$ cat src/csr_defs.svh
/* Constants for a machine-mode-only RV32 CSR unit with a single hart.
   XLEN is fixed at 32; the counters are 64 bits, read in two halves */
`ifndef CSR_DEFS_SVH
`define CSR_DEFS_SVH

// Data path and bus widths
`define XLEN            32
`define CNT_W           64
`define CSR_ADDR_W      12
`define REG_ADDR_W      5
`define IRQ_NB          3
`define SYNC_DEPTH      2

// Instruction word fields
`define FUNCT3_W        3
`define FUNCT3_POS      12
`define RD_POS          7
`define RS1_POS         15
`define ZIMM_W          5
`define ZIMM_POS        15
`define CSR_POS         20

// Zicsr funct3 codes
`define CSRRW           3'b001
`define CSRRS           3'b010
`define CSRRC           3'b011
`define CSRRWI          3'b101
`define CSRRSI          3'b110
`define CSRRCI          3'b111

////////////////////////////////////////////////////////////////////////////
// CSR addresses
////////////////////////////////////////////////////////////////////////////
`define CSR_MSTATUS     12'h300
`define CSR_MISA        12'h301
`define CSR_MIE         12'h304
`define CSR_MTVEC       12'h305
`define CSR_MSCRATCH    12'h340
`define CSR_MEPC        12'h341
`define CSR_MCAUSE      12'h342
`define CSR_MTVAL       12'h343
`define CSR_MIP         12'h344
`define CSR_CYCLE       12'hC00
`define CSR_TIME        12'hC01
`define CSR_INSTRET     12'hC02
`define CSR_CYCLEH      12'hC80
`define CSR_TIMEH       12'hC81
`define CSR_INSTRETH    12'hC82
`define CSR_MHARTID     12'hF14

// MXL=1, I and M present
`define MISA_VALUE      32'h4000_1100
`define HART_ID_VALUE   32'h0000_0000

// Interrupt bits in mip and mie
`define MEIP_BIT        11
`define MTIP_BIT        7
`define MSIP_BIT        3

// mstatus fields kept in machine-only mode
`define MSTATUS_MIE     3
`define MSTATUS_MPIE    7
`define MSTATUS_MPP_HI  12
`define MSTATUS_MPP_LO  11

`endif

$ cat src/csr_pkg.sv
/* Packed buses shared by the CSR unit modules. Field order sets the bit layout
   seen by the trap controller and by the shared status bus */
`include "csr_defs.svh"

package csr_pkg;

    // Fields of a Zicsr instruction word
    typedef struct packed {
        logic [`FUNCT3_W-1:0]   funct3;
        logic [`REG_ADDR_W-1:0] rs1;
        logic [`REG_ADDR_W-1:0] rd;
        logic [`ZIMM_W-1:0]     zimm;
        logic [`CSR_ADDR_W-1:0] csr;
    } csr_inst_t;

    // Software write request into the register file
    typedef struct packed {
        logic                   en;
        logic [`CSR_ADDR_W-1:0] addr;
        logic [`XLEN-1:0]       val;
    } csr_write_t;

    // Trap controller side, each strobe qualifies its value
    typedef struct packed {
        logic [`CNT_W-1:0] instret;
        logic              clr_meip;
        logic              mtval_wr;
        logic [`XLEN-1:0]  mtval;
        logic              mcause_wr;
        logic [`XLEN-1:0]  mcause;
        logic              mstatus_wr;
        logic [`XLEN-1:0]  mstatus;
        logic              mepc_wr;
        logic [`XLEN-1:0]  mepc;
    } trap_ctrl_t;

    // Registers the rest of the core looks at
    typedef struct packed {
        logic [`XLEN-1:0] mtvec;
        logic [`XLEN-1:0] mepc;
        logic [`XLEN-1:0] mstatus;
        logic             glb_mie;
        logic             meip;
        logic             mtip;
        logic             msip;
    } csr_status_t;

    // Integer register file write port
    typedef struct packed {
        logic                   en;
        logic [`REG_ADDR_W-1:0] addr;
        logic [`XLEN-1:0]       val;
    } rd_write_t;

    // Raw or synchronized interrupt lines, MEIP in the top bit
    typedef struct packed {
        logic meip;
        logic mtip;
        logic msip;
    } irq_vec_t;

endpackage

$ cat src/irq_sync.sv
/* Flop chain for one asynchronous level. DEPTH must be 2 or more;
   a pulse shorter than one aclk period may be missed */
`include "csr_defs.svh"

module irq_sync #(
    parameter int DEPTH = `SYNC_DEPTH
) (
    input  logic aclk,
    input  logic aresetn,
    input  logic bit_in,
    output logic bit_out
);

    // Stage 0 may go metastable, later stages settle it
    logic [DEPTH-1:0] sync_q;

    always_ff @(posedge aclk or negedge aresetn) begin
        if (!aresetn) begin
            sync_q <= '0;
        end else begin
            sync_q <= {sync_q[DEPTH-2:0], bit_in};
        end
    end

    // Last stage only
    assign bit_out = sync_q[DEPTH-1];

endmodule

$ cat src/csr_decode.sv
/* Zicsr field split and new-value builder. The opcode is not checked:
   instbus must already hold a SYSTEM instruction when valid is high */
`include "csr_defs.svh"

module csr_decode import csr_pkg::*; (
    input  logic             valid,
    input  logic [`XLEN-1:0] instbus,
    input  logic [`XLEN-1:0] rs1_val,
    input  logic [`XLEN-1:0] old_val,
    output csr_inst_t        fields,
    output csr_write_t       csr_wr
);

    logic [`XLEN-1:0] zimm_ext;
    logic             wr_en;
    logic [`XLEN-1:0] new_val;

    ////////////////////////////////////////////////////////////////////////
    // Field extraction
    ////////////////////////////////////////////////////////////////////////

    assign fields.funct3 = instbus[`FUNCT3_POS +: `FUNCT3_W];
    assign fields.rs1    = instbus[`RS1_POS +: `REG_ADDR_W];
    assign fields.rd     = instbus[`RD_POS +: `REG_ADDR_W];
    // zimm shares the rs1 slot
    assign fields.zimm   = instbus[`ZIMM_POS +: `ZIMM_W];
    assign fields.csr    = instbus[`CSR_POS +: `CSR_ADDR_W];

    // Immediate forms zero-extend
    assign zimm_ext = {{(`XLEN-`ZIMM_W){1'b0}}, fields.zimm};

    ////////////////////////////////////////////////////////////////////////
    // Write, set or clear
    ////////////////////////////////////////////////////////////////////////

    always_comb begin
        wr_en   = 1'b0;
        new_val = old_val;
        case (fields.funct3)
            `CSRRW: begin
                wr_en   = 1'b1;
                new_val = rs1_val;
            end
            // Set and clear with x0 are pure reads
            `CSRRS: begin
                wr_en   = (fields.rs1 != '0);
                new_val = old_val | rs1_val;
            end
            `CSRRC: begin
                wr_en   = (fields.rs1 != '0);
                new_val = old_val & ~rs1_val;
            end
            `CSRRWI: begin
                wr_en   = 1'b1;
                new_val = zimm_ext;
            end
            // Zero immediate, no write either
            `CSRRSI: begin
                wr_en   = (fields.zimm != '0);
                new_val = old_val | zimm_ext;
            end
            `CSRRCI: begin
                wr_en   = (fields.zimm != '0);
                new_val = old_val & ~zimm_ext;
            end
            default: begin
                wr_en = 1'b0;
            end
        endcase
    end

    // Request only with an accepted instruction
    assign csr_wr = '{en: valid & wr_en, addr: fields.csr, val: new_val};

endmodule

$ cat src/csr_regfile.sv
/* Machine CSR storage, read mux and 64-bit time counter. Trap controller
   writes win over software; mip is read-only and unknown addresses read 0 */
`include "csr_defs.svh"

module csr_regfile import csr_pkg::*; (
    input  logic                   aclk,
    input  logic                   aresetn,
    input  logic [`CSR_ADDR_W-1:0] rd_addr,
    output logic [`XLEN-1:0]       old_val,
    input  csr_write_t             csr_wr,
    input  trap_ctrl_t             ctrl,
    input  logic [`XLEN-1:0]       mip,
    output logic [`XLEN-1:0]       mie,
    output csr_status_t            status
);

    logic [`XLEN-1:0]  mstatus;
    logic [`XLEN-1:0]  mtvec;
    logic [`XLEN-1:0]  mscratch;
    logic [`XLEN-1:0]  mepc;
    logic [`XLEN-1:0]  mcause;
    logic [`XLEN-1:0]  mtval;
    logic [`CNT_W-1:0] time_q;

    // Software write strobes, one per writable CSR
    logic wr_mstatus;
    logic wr_mie;
    logic wr_mtvec;
    logic wr_mscratch;
    logic wr_mepc;
    logic wr_mcause;
    logic wr_mtval;

    // Keep MIE, MPIE and MPP
    function automatic logic [`XLEN-1:0] legal_mstatus(input logic [`XLEN-1:0] data);
        logic [`XLEN-1:0] res;
        res = '0;
        res[`MSTATUS_MIE]  = data[`MSTATUS_MIE];
        res[`MSTATUS_MPIE] = data[`MSTATUS_MPIE];
        res[`MSTATUS_MPP_HI:`MSTATUS_MPP_LO] = data[`MSTATUS_MPP_HI:`MSTATUS_MPP_LO];
        return res;
    endfunction

    // IALIGN=32, low bits never stored
    function automatic logic [`XLEN-1:0] align_mepc(input logic [`XLEN-1:0] data);
        return {data[`XLEN-1:2], 2'b00};
    endfunction

    assign wr_mstatus  = csr_wr.en && (csr_wr.addr == `CSR_MSTATUS);
    assign wr_mie      = csr_wr.en && (csr_wr.addr == `CSR_MIE);
    assign wr_mtvec    = csr_wr.en && (csr_wr.addr == `CSR_MTVEC);
    assign wr_mscratch = csr_wr.en && (csr_wr.addr == `CSR_MSCRATCH);
    assign wr_mepc     = csr_wr.en && (csr_wr.addr == `CSR_MEPC);
    assign wr_mcause   = csr_wr.en && (csr_wr.addr == `CSR_MCAUSE);
    assign wr_mtval    = csr_wr.en && (csr_wr.addr == `CSR_MTVAL);

    ////////////////////////////////////////////////////////////////////////
    // Writable machine CSRs
    ////////////////////////////////////////////////////////////////////////

    always_ff @(posedge aclk or negedge aresetn) begin
        if (!aresetn) begin
            mstatus  <= '0;
            mie      <= '0;
            mtvec    <= '0;
            mscratch <= '0;
            mepc     <= '0;
            mcause   <= '0;
            mtval    <= '0;
        end else begin
            // Trap side first on the four shared registers
            if (ctrl.mstatus_wr) begin
                mstatus <= legal_mstatus(ctrl.mstatus);
            end else if (wr_mstatus) begin
                mstatus <= legal_mstatus(csr_wr.val);
            end
            if (ctrl.mepc_wr) begin
                mepc <= align_mepc(ctrl.mepc);
            end else if (wr_mepc) begin
                mepc <= align_mepc(csr_wr.val);
            end
            if (ctrl.mcause_wr) begin
                mcause <= ctrl.mcause;
            end else if (wr_mcause) begin
                mcause <= csr_wr.val;
            end
            if (ctrl.mtval_wr) begin
                mtval <= ctrl.mtval;
            end else if (wr_mtval) begin
                mtval <= csr_wr.val;
            end
            // Software only
            if (wr_mie) begin
                mie <= csr_wr.val;
            end
            if (wr_mtvec) begin
                mtvec <= csr_wr.val;
            end
            if (wr_mscratch) begin
                mscratch <= csr_wr.val;
            end
        end
    end

    // Free-running, also serves as cycle
    always_ff @(posedge aclk or negedge aresetn) begin
        if (!aresetn) begin
            time_q <= '0;
        end else begin
            time_q <= time_q + 1'b1;
        end
    end

    ////////////////////////////////////////////////////////////////////////
    // Read mux
    ////////////////////////////////////////////////////////////////////////

    always_comb begin
        case (rd_addr)
            `CSR_MSTATUS:  old_val = mstatus;
            `CSR_MISA:     old_val = `MISA_VALUE;
            `CSR_MIE:      old_val = mie;
            `CSR_MTVEC:    old_val = mtvec;
            `CSR_MSCRATCH: old_val = mscratch;
            `CSR_MEPC:     old_val = mepc;
            `CSR_MCAUSE:   old_val = mcause;
            `CSR_MTVAL:    old_val = mtval;
            `CSR_MIP:      old_val = mip;
            `CSR_CYCLE,
            `CSR_TIME:     old_val = time_q[`XLEN-1:0];
            `CSR_CYCLEH,
            `CSR_TIMEH:    old_val = time_q[`CNT_W-1:`XLEN];
            `CSR_INSTRET:  old_val = ctrl.instret[`XLEN-1:0];
            `CSR_INSTRETH: old_val = ctrl.instret[`CNT_W-1:`XLEN];
            `CSR_MHARTID:  old_val = `HART_ID_VALUE;
            default:       old_val = '0;
        endcase
    end

    // Shared status bus
    assign status = '{
        mtvec:   mtvec,
        mepc:    mepc,
        mstatus: mstatus,
        glb_mie: mstatus[`MSTATUS_MIE],
        meip:    mip[`MEIP_BIT],
        mtip:    mip[`MTIP_BIT],
        msip:    mip[`MSIP_BIT]
    };

endmodule

$ cat src/irq_pending.sv
/* mip pending bits from already synchronized lines. MEIP stays set until
   the trap controller clears it; a same-cycle set wins over the clear */
`include "csr_defs.svh"

module irq_pending import csr_pkg::*; (
    input  logic             aclk,
    input  logic             aresetn,
    input  irq_vec_t         irq_sync,
    input  logic [`XLEN-1:0] mie,
    input  logic             clr_meip,
    output logic [`XLEN-1:0] mip
);

    logic meip_q;
    logic mtip_q;
    logic msip_q;

    always_ff @(posedge aclk or negedge aresetn) begin
        if (!aresetn) begin
            meip_q <= 1'b0;
            mtip_q <= 1'b0;
            msip_q <= 1'b0;
        end else begin
            // Level-following, gated by enable
            mtip_q <= irq_sync.mtip & mie[`MTIP_BIT];
            msip_q <= irq_sync.msip & mie[`MSIP_BIT];
            // Sticky external pending
            if (irq_sync.meip && mie[`MEIP_BIT]) begin
                meip_q <= 1'b1;
            end else if (clr_meip) begin
                meip_q <= 1'b0;
            end
        end
    end

    // Only three live bits
    always_comb begin
        mip            = '0;
        mip[`MEIP_BIT] = meip_q;
        mip[`MTIP_BIT] = mtip_q;
        mip[`MSIP_BIT] = msip_q;
    end

endmodule

$ cat src/csr_unit.sv
/* Machine-mode CSR unit top. No back-pressure: every valid cycle is an
   accepted instruction, and rd is written one cycle later */
`include "csr_defs.svh"

module csr_unit import csr_pkg::*; (
    input  logic                   aclk,
    input  logic                   aresetn,
    input  logic                   valid,
    input  logic [`XLEN-1:0]       instbus,
    output logic [`REG_ADDR_W-1:0] rs1_addr,
    input  logic [`XLEN-1:0]       rs1_val,
    output rd_write_t              rd_write,
    input  trap_ctrl_t             ctrl,
    output csr_status_t            status,
    input  irq_vec_t               irq
);

    csr_inst_t              fields;
    csr_write_t             csr_wr;
    logic [`XLEN-1:0]       old_val;
    logic [`XLEN-1:0]       mie;
    logic [`XLEN-1:0]       mip;
    logic [`IRQ_NB-1:0]     irq_raw;
    logic [`IRQ_NB-1:0]     irq_synced;
    irq_vec_t               irq_sync_vec;
    logic                   rd_en_q;
    logic [`REG_ADDR_W-1:0] rd_addr_q;
    logic [`XLEN-1:0]       rd_val_q;

    // rs1 lookup is combinational
    assign rs1_addr = fields.rs1;

    csr_decode u_decode (
        .valid   (valid),
        .instbus (instbus),
        .rs1_val (rs1_val),
        .old_val (old_val),
        .fields  (fields),
        .csr_wr  (csr_wr)
    );

    csr_regfile u_regfile (
        .aclk    (aclk),
        .aresetn (aresetn),
        .rd_addr (fields.csr),
        .old_val (old_val),
        .csr_wr  (csr_wr),
        .ctrl    (ctrl),
        .mip     (mip),
        .mie     (mie),
        .status  (status)
    );

    ////////////////////////////////////////////////////////////////////////
    // Interrupt path
    ////////////////////////////////////////////////////////////////////////

    assign irq_raw = irq;

    for (genvar i = 0; i < `IRQ_NB; i++) begin : g_irq_sync
        irq_sync #(
            .DEPTH (`SYNC_DEPTH)
        ) u_irq_sync (
            .aclk    (aclk),
            .aresetn (aresetn),
            .bit_in  (irq_raw[i]),
            .bit_out (irq_synced[i])
        );
    end

    assign irq_sync_vec = irq_synced;

    irq_pending u_pending (
        .aclk     (aclk),
        .aresetn  (aresetn),
        .irq_sync (irq_sync_vec),
        .mie      (mie),
        .clr_meip (ctrl.clr_meip),
        .mip      (mip)
    );

    ////////////////////////////////////////////////////////////////////////
    // rd write stage
    ////////////////////////////////////////////////////////////////////////

    always_ff @(posedge aclk or negedge aresetn) begin
        if (!aresetn) begin
            rd_en_q <= 1'b0;
        end else begin
            rd_en_q <= valid;
        end
    end

    // Value sampled before this edge's CSR write lands
    always_ff @(posedge aclk) begin
        rd_addr_q <= fields.rd;
        rd_val_q  <= old_val;
    end

    assign rd_write = '{en: rd_en_q, addr: rd_addr_q, val: rd_val_q};

endmodule

$ cat config.mk
export PLATFORM = sky130hd
export DESIGN_NAME = csr_unit
export DESIGN_NICKNAME = d
export VERILOG_FILES = /design/src/csr_pkg.sv /design/src/irq_sync.sv /design/src/csr_decode.sv /design/src/csr_regfile.sv /design/src/irq_pending.sv /design/src/csr_unit.sv
export VERILOG_INCLUDE_DIRS = /design/src /design/src/src
export SDC_FILE = /design/constraint.sdc
export NUM_CORES = 1
export LEC_CHECK = 0
export ABC_AREA = 1
export BUFFER_PORTS_ARGS = -buffer_cell sky130_fd_sc_hd__buf_2
export CAP_MARGIN = 20
export CORE_MARGIN = 10
export CORE_UTILIZATION = 35
export CTS_BUF_LIST = sky130_fd_sc_hd__clkbuf_8
export CTS_CLUSTER_DIAMETER = 80
export DETAILED_ROUTE_END_ITERATION = 10
export HOLD_SLACK_MARGIN = 0.03
export SETUP_SLACK_MARGIN = 0.05
export SLEW_MARGIN = 20
export SYNTH_ARGS = -nofsm -noshare
export SYNTH_HDL_FRONTEND = slang
export SYNTH_SLANG_ARGS = --single-unit
$ cat constraint.sdc
create_clock -name aclk -period 1.9 [get_ports aclk]
set_input_delay 0.19 -clock aclk [delete_from_list [all_inputs] [get_ports aclk]]
set_output_delay 0.19 -clock aclk [all_outputs]
set_load 0.02 [all_outputs]
==> impl_metrics.tcl <==
set metrics [dict create \
    grt_first_pass_wirelength_um 137000 \
    cap_violations 0 \
    status "finished with violations" \
    endpoint "u_regfile.time_q[58]" \
    fin_crit_ns 2.12 \
    synth_edf_count 0 \
    portBuffers 342 \
    required_ns 2.46 \
    fin_ws_ns -0.224 \
    die_x_um 243 \
    insertion_delay_ns 0.69 \
    worst_pin_slew_ns 0.753 \
    cp-start-kind "flop" \
    cpPeakStageDelay_ns 0.36 \
    routabilityCongestion 1.02 \
    cts_max_path_buffers 3 \
    wl_um 94400 \
    avgSynthCellArea_um2 7.41 \
    synth_seq_cells 305 \
    place_area_um2 22500 \
    grt_overflow 0 \
    ant_nets 0 \
    clkTransAtPathRegs_ns 0.06 \
    reg2reg_to "u_regfile.time_q[58]" \
    firstDrtPassIters 6 \
    syn_to_final_growth_pct 49.4 \
    layout_common_cells "652 x nand2_1, 341 x buf_2, 328 x buf_4" \
    grt_pass1_vias 20600 \
    vdd_drop_max_uv 500 \
    fillers 4721 \
    crit_top_cell "nor2_4" \
    multi_input_area_um2 8670 \
    synth.distinct_cells 57 \
    design_area_um2 26100 \
    die_y_um 243 \
    slew_viol_final 0 \
    grt_util_all_layers_pct 30.9 \
    grt_max_degree 55 \
    path_cells "ha_2, inv_2, nor2_4, nand3_2, nor2_4, nand2_4, nor2_4, nand4_1, nor2_4, nand4_1, xor2_1" \
    cts_tree "done" \
    worstSetupStartpoint "u_regfile.time_q[0]" \
    finalHoldViolCount 0 \
    critical_path_class "reg -> reg" \
    vias_per_cell 5.25 \
    finClkSkew_ns 0.0377 \
    ioPinCount 410 \
    fin_nets 3476 \
    post_drt_wl_per_cell_um 24.1 \
    p_total_mw 16.0 \
    worst-path-max-fanout 4 \
    p_per_area_nw_per_um2 613 \
    design.core.area_um2 49200 \
    htreeDepth 2 \
    tns_ns -1.19 \
    period_share_pct 112 \
    drc 0 \
    rsz0062_at_grt "true" \
    drive_gt1_share_pct 30.7 \
    yosys_warnings 0 \
    drtIter0Drc 2152 \
    initial_core_util_pct 35.5 \
    ys_async_sr_fraction_pct 87.9 \
    vias 20600 \
    synth_top_flop_cell "dfrtp_1" \
    critPathArrivalTime_ns 2.69 \
    clock-sinks 305 \
    fmax_ghz 0.471 \
    violations "negative setup slack" \
    layout_commonest_cell "nand2_1" \
    num_rows 81 \
    hold_class "in -> async" \
    antenna_found_initial 6 \
    setup_viol 17 \
    cts-buffers-inserted 57 \
    dieArea_um2 59200 \
    reg2regPathDepth 11 \
    synth_area_um2 17400 \
    cp-end-kind "flop" \
    p_leak_nw 13.6 \
    cpMaxStageDelayCell "dfrtp_1" \
    synthCells 2354 \
    yosysSeqAreaShare_pct 42.7 \
    relSlewSlack_pct 49.4 \
    root_buffer "clkbuf_8" \
    place_hpwl_um 72300 \
    reg2reg_slack_ns -0.22 \
    timing.rr.start "u_regfile.time_q[0]" \
    register_area_um2 7450 \
]
-- through the flow --
step | util [%] | hold slack (ns) | instances | worst slack [ns]
floorplan | - | -0.106 | 2383 | -0.0102
global placement | 45.7 | 0.158 | 3619 | -0.599
detailed placement | 45.7 | 0.149 | 3619 | -0.623
CTS | 52.2 | 0.0328 | 3907 | -0.160
global route | 53.0 | 0.0411 | 3922 | -0.268
finish | 53.0 | 0.0504 | 3923 | -0.224
-- metal layers --
metal	up-vias	wire length, um	GRT usage, %
li1	9299	-	-
met4	0	3190	10.1
met5	-	0	0
met3	193	9000	7.68
met2	1137	42600	48.7
met1	9974	39600	40.8
-- flip-flops by register name (all words and copies together) (netlist names), 4 cells and up --
register                      cells
u_regfile.mepc                   30
u_regfile.mscratch               32
g_irq_sync.u_irq_sync.sync_q      6
rd_val_q                         32
u_regfile.mtvec                  32
u_regfile.time_q                 64
rd_addr_q                         5
u_regfile.mie                    32
u_regfile.mcause                 32
u_regfile.mtval                  32
u_regfile.mstatus                 4
-- power breakdown --
part / internal (mW) / switching, mW / total [mW]
Clock: 3.83 / 3.14 / 6.98
Sequential: 6.69 / 0.102 / 6.79
Combinational: 0.863 / 1.35 / 2.21
Total: 11.4 / 4.59 / 16.0
-- worst min-delay path by stage --
| stage | to | slack, ns | cells past startpoint |
|---|---|---|---|
| 6_report | rd_en_q | 0.05 | 2 |
| 5_1_grt | u_regfile.mcause[3] | 0.04 | 5 |
| 4_1_cts | rd_val_q[25] | 0.03 | 6 |
| 3_5_place_dp | rd_en_q | 0.15 | 1 |
| 3_3_place_gp | rd_en_q | 0.16 | 1 |
| 2_1_floorplan | g_irq_sync[0].u_irq_sync.sync_q[0] | -0.11 | 0 |
-- logic make-up (layout without fill, tap and decap cells) --
group / Yosys count / after routing / share of synthesized area [%]
AND/OR/NAND/NOR: 1257 / 1257 / 33.0
buffers and inverters: 433 / 1306 / 10.9
flip-flops: 305 / 305 / 42.7
AO/OA/AOI/OAI: 295 / 295 / 10.3
XOR/XNOR: 62 / 62 / 3.11
adder cells (fa/ha/maj): 1 / 1 / 0.0717
other: 1 / 33 / 0.0215
-- timing repair --
action,4_1_cts,5_1_grt
gates resized for setup,40,73
setup buffers,8,15
endpoints found under the setup margin,45,67
hold buffers,173,0
endpoints found under the hold margin,453,0
pin swaps,2,19
-- cells in the mapped netlist, types with 6 or more instances --
cell type / number / area, um2
buf_6: 6 / 67.6
clkbuf_1: 36 / 135
nand2_1: 664 / 2490
o21ai_1: 16 / 80.1
a211oi_1: 8 / 60.1
nand2_4: 9 / 101
dfrtp_1: 268 / 6710
a21oi_1: 35 / 175
or2_2: 9 / 56.3
buf_4: 48 / 360
dfxtp_1: 37 / 741
nand3_2: 18 / 180
nand2_2: 22 / 138
inv_1: 294 / 1100
inv_2: 12 / 45.0
nor2_2: 13 / 81.3
nand4_1: 39 / 244
o22ai_1: 38 / 238
nor2_1: 125 / 469
o21ai_0: 125 / 626
nor3_1: 51 / 255
nor4_1: 8 / 50.1
nand3_1: 267 / 1340
buf_2: 29 / 145
nor2_4: 11 / 124
o221ai_1: 6 / 52.6
o211ai_1: 44 / 330
xor2_1: 58 / 508
-- worst max-delay path, delay by kind of cell (launching register included) --
kind / cells / cell delay [ns]
flops: 1 / 0.36
simple gates: 8 / 1.24
buf+inv: 1 / 0.04
xor+xnor: 1 / 0.18
fa+ha+maj: 1 / 0.19
-- cell type report --
| cell class | count | area share [%] |
|---|---|---|
| diodes | 3 | 0.0288 |
| clock buffers | 73 | 3.86 |
| clock inverters | 34 | 0.831 |
| inverters | 313 | 4.57 |
| multi-input cells | 1645 | 33.3 |
| flip-flops and latches | 305 | 28.6 |
| well taps | 664 | 3.19 |
| repair buffers | 886 | 25.7 |
Power figures use the tool's default switching activity.
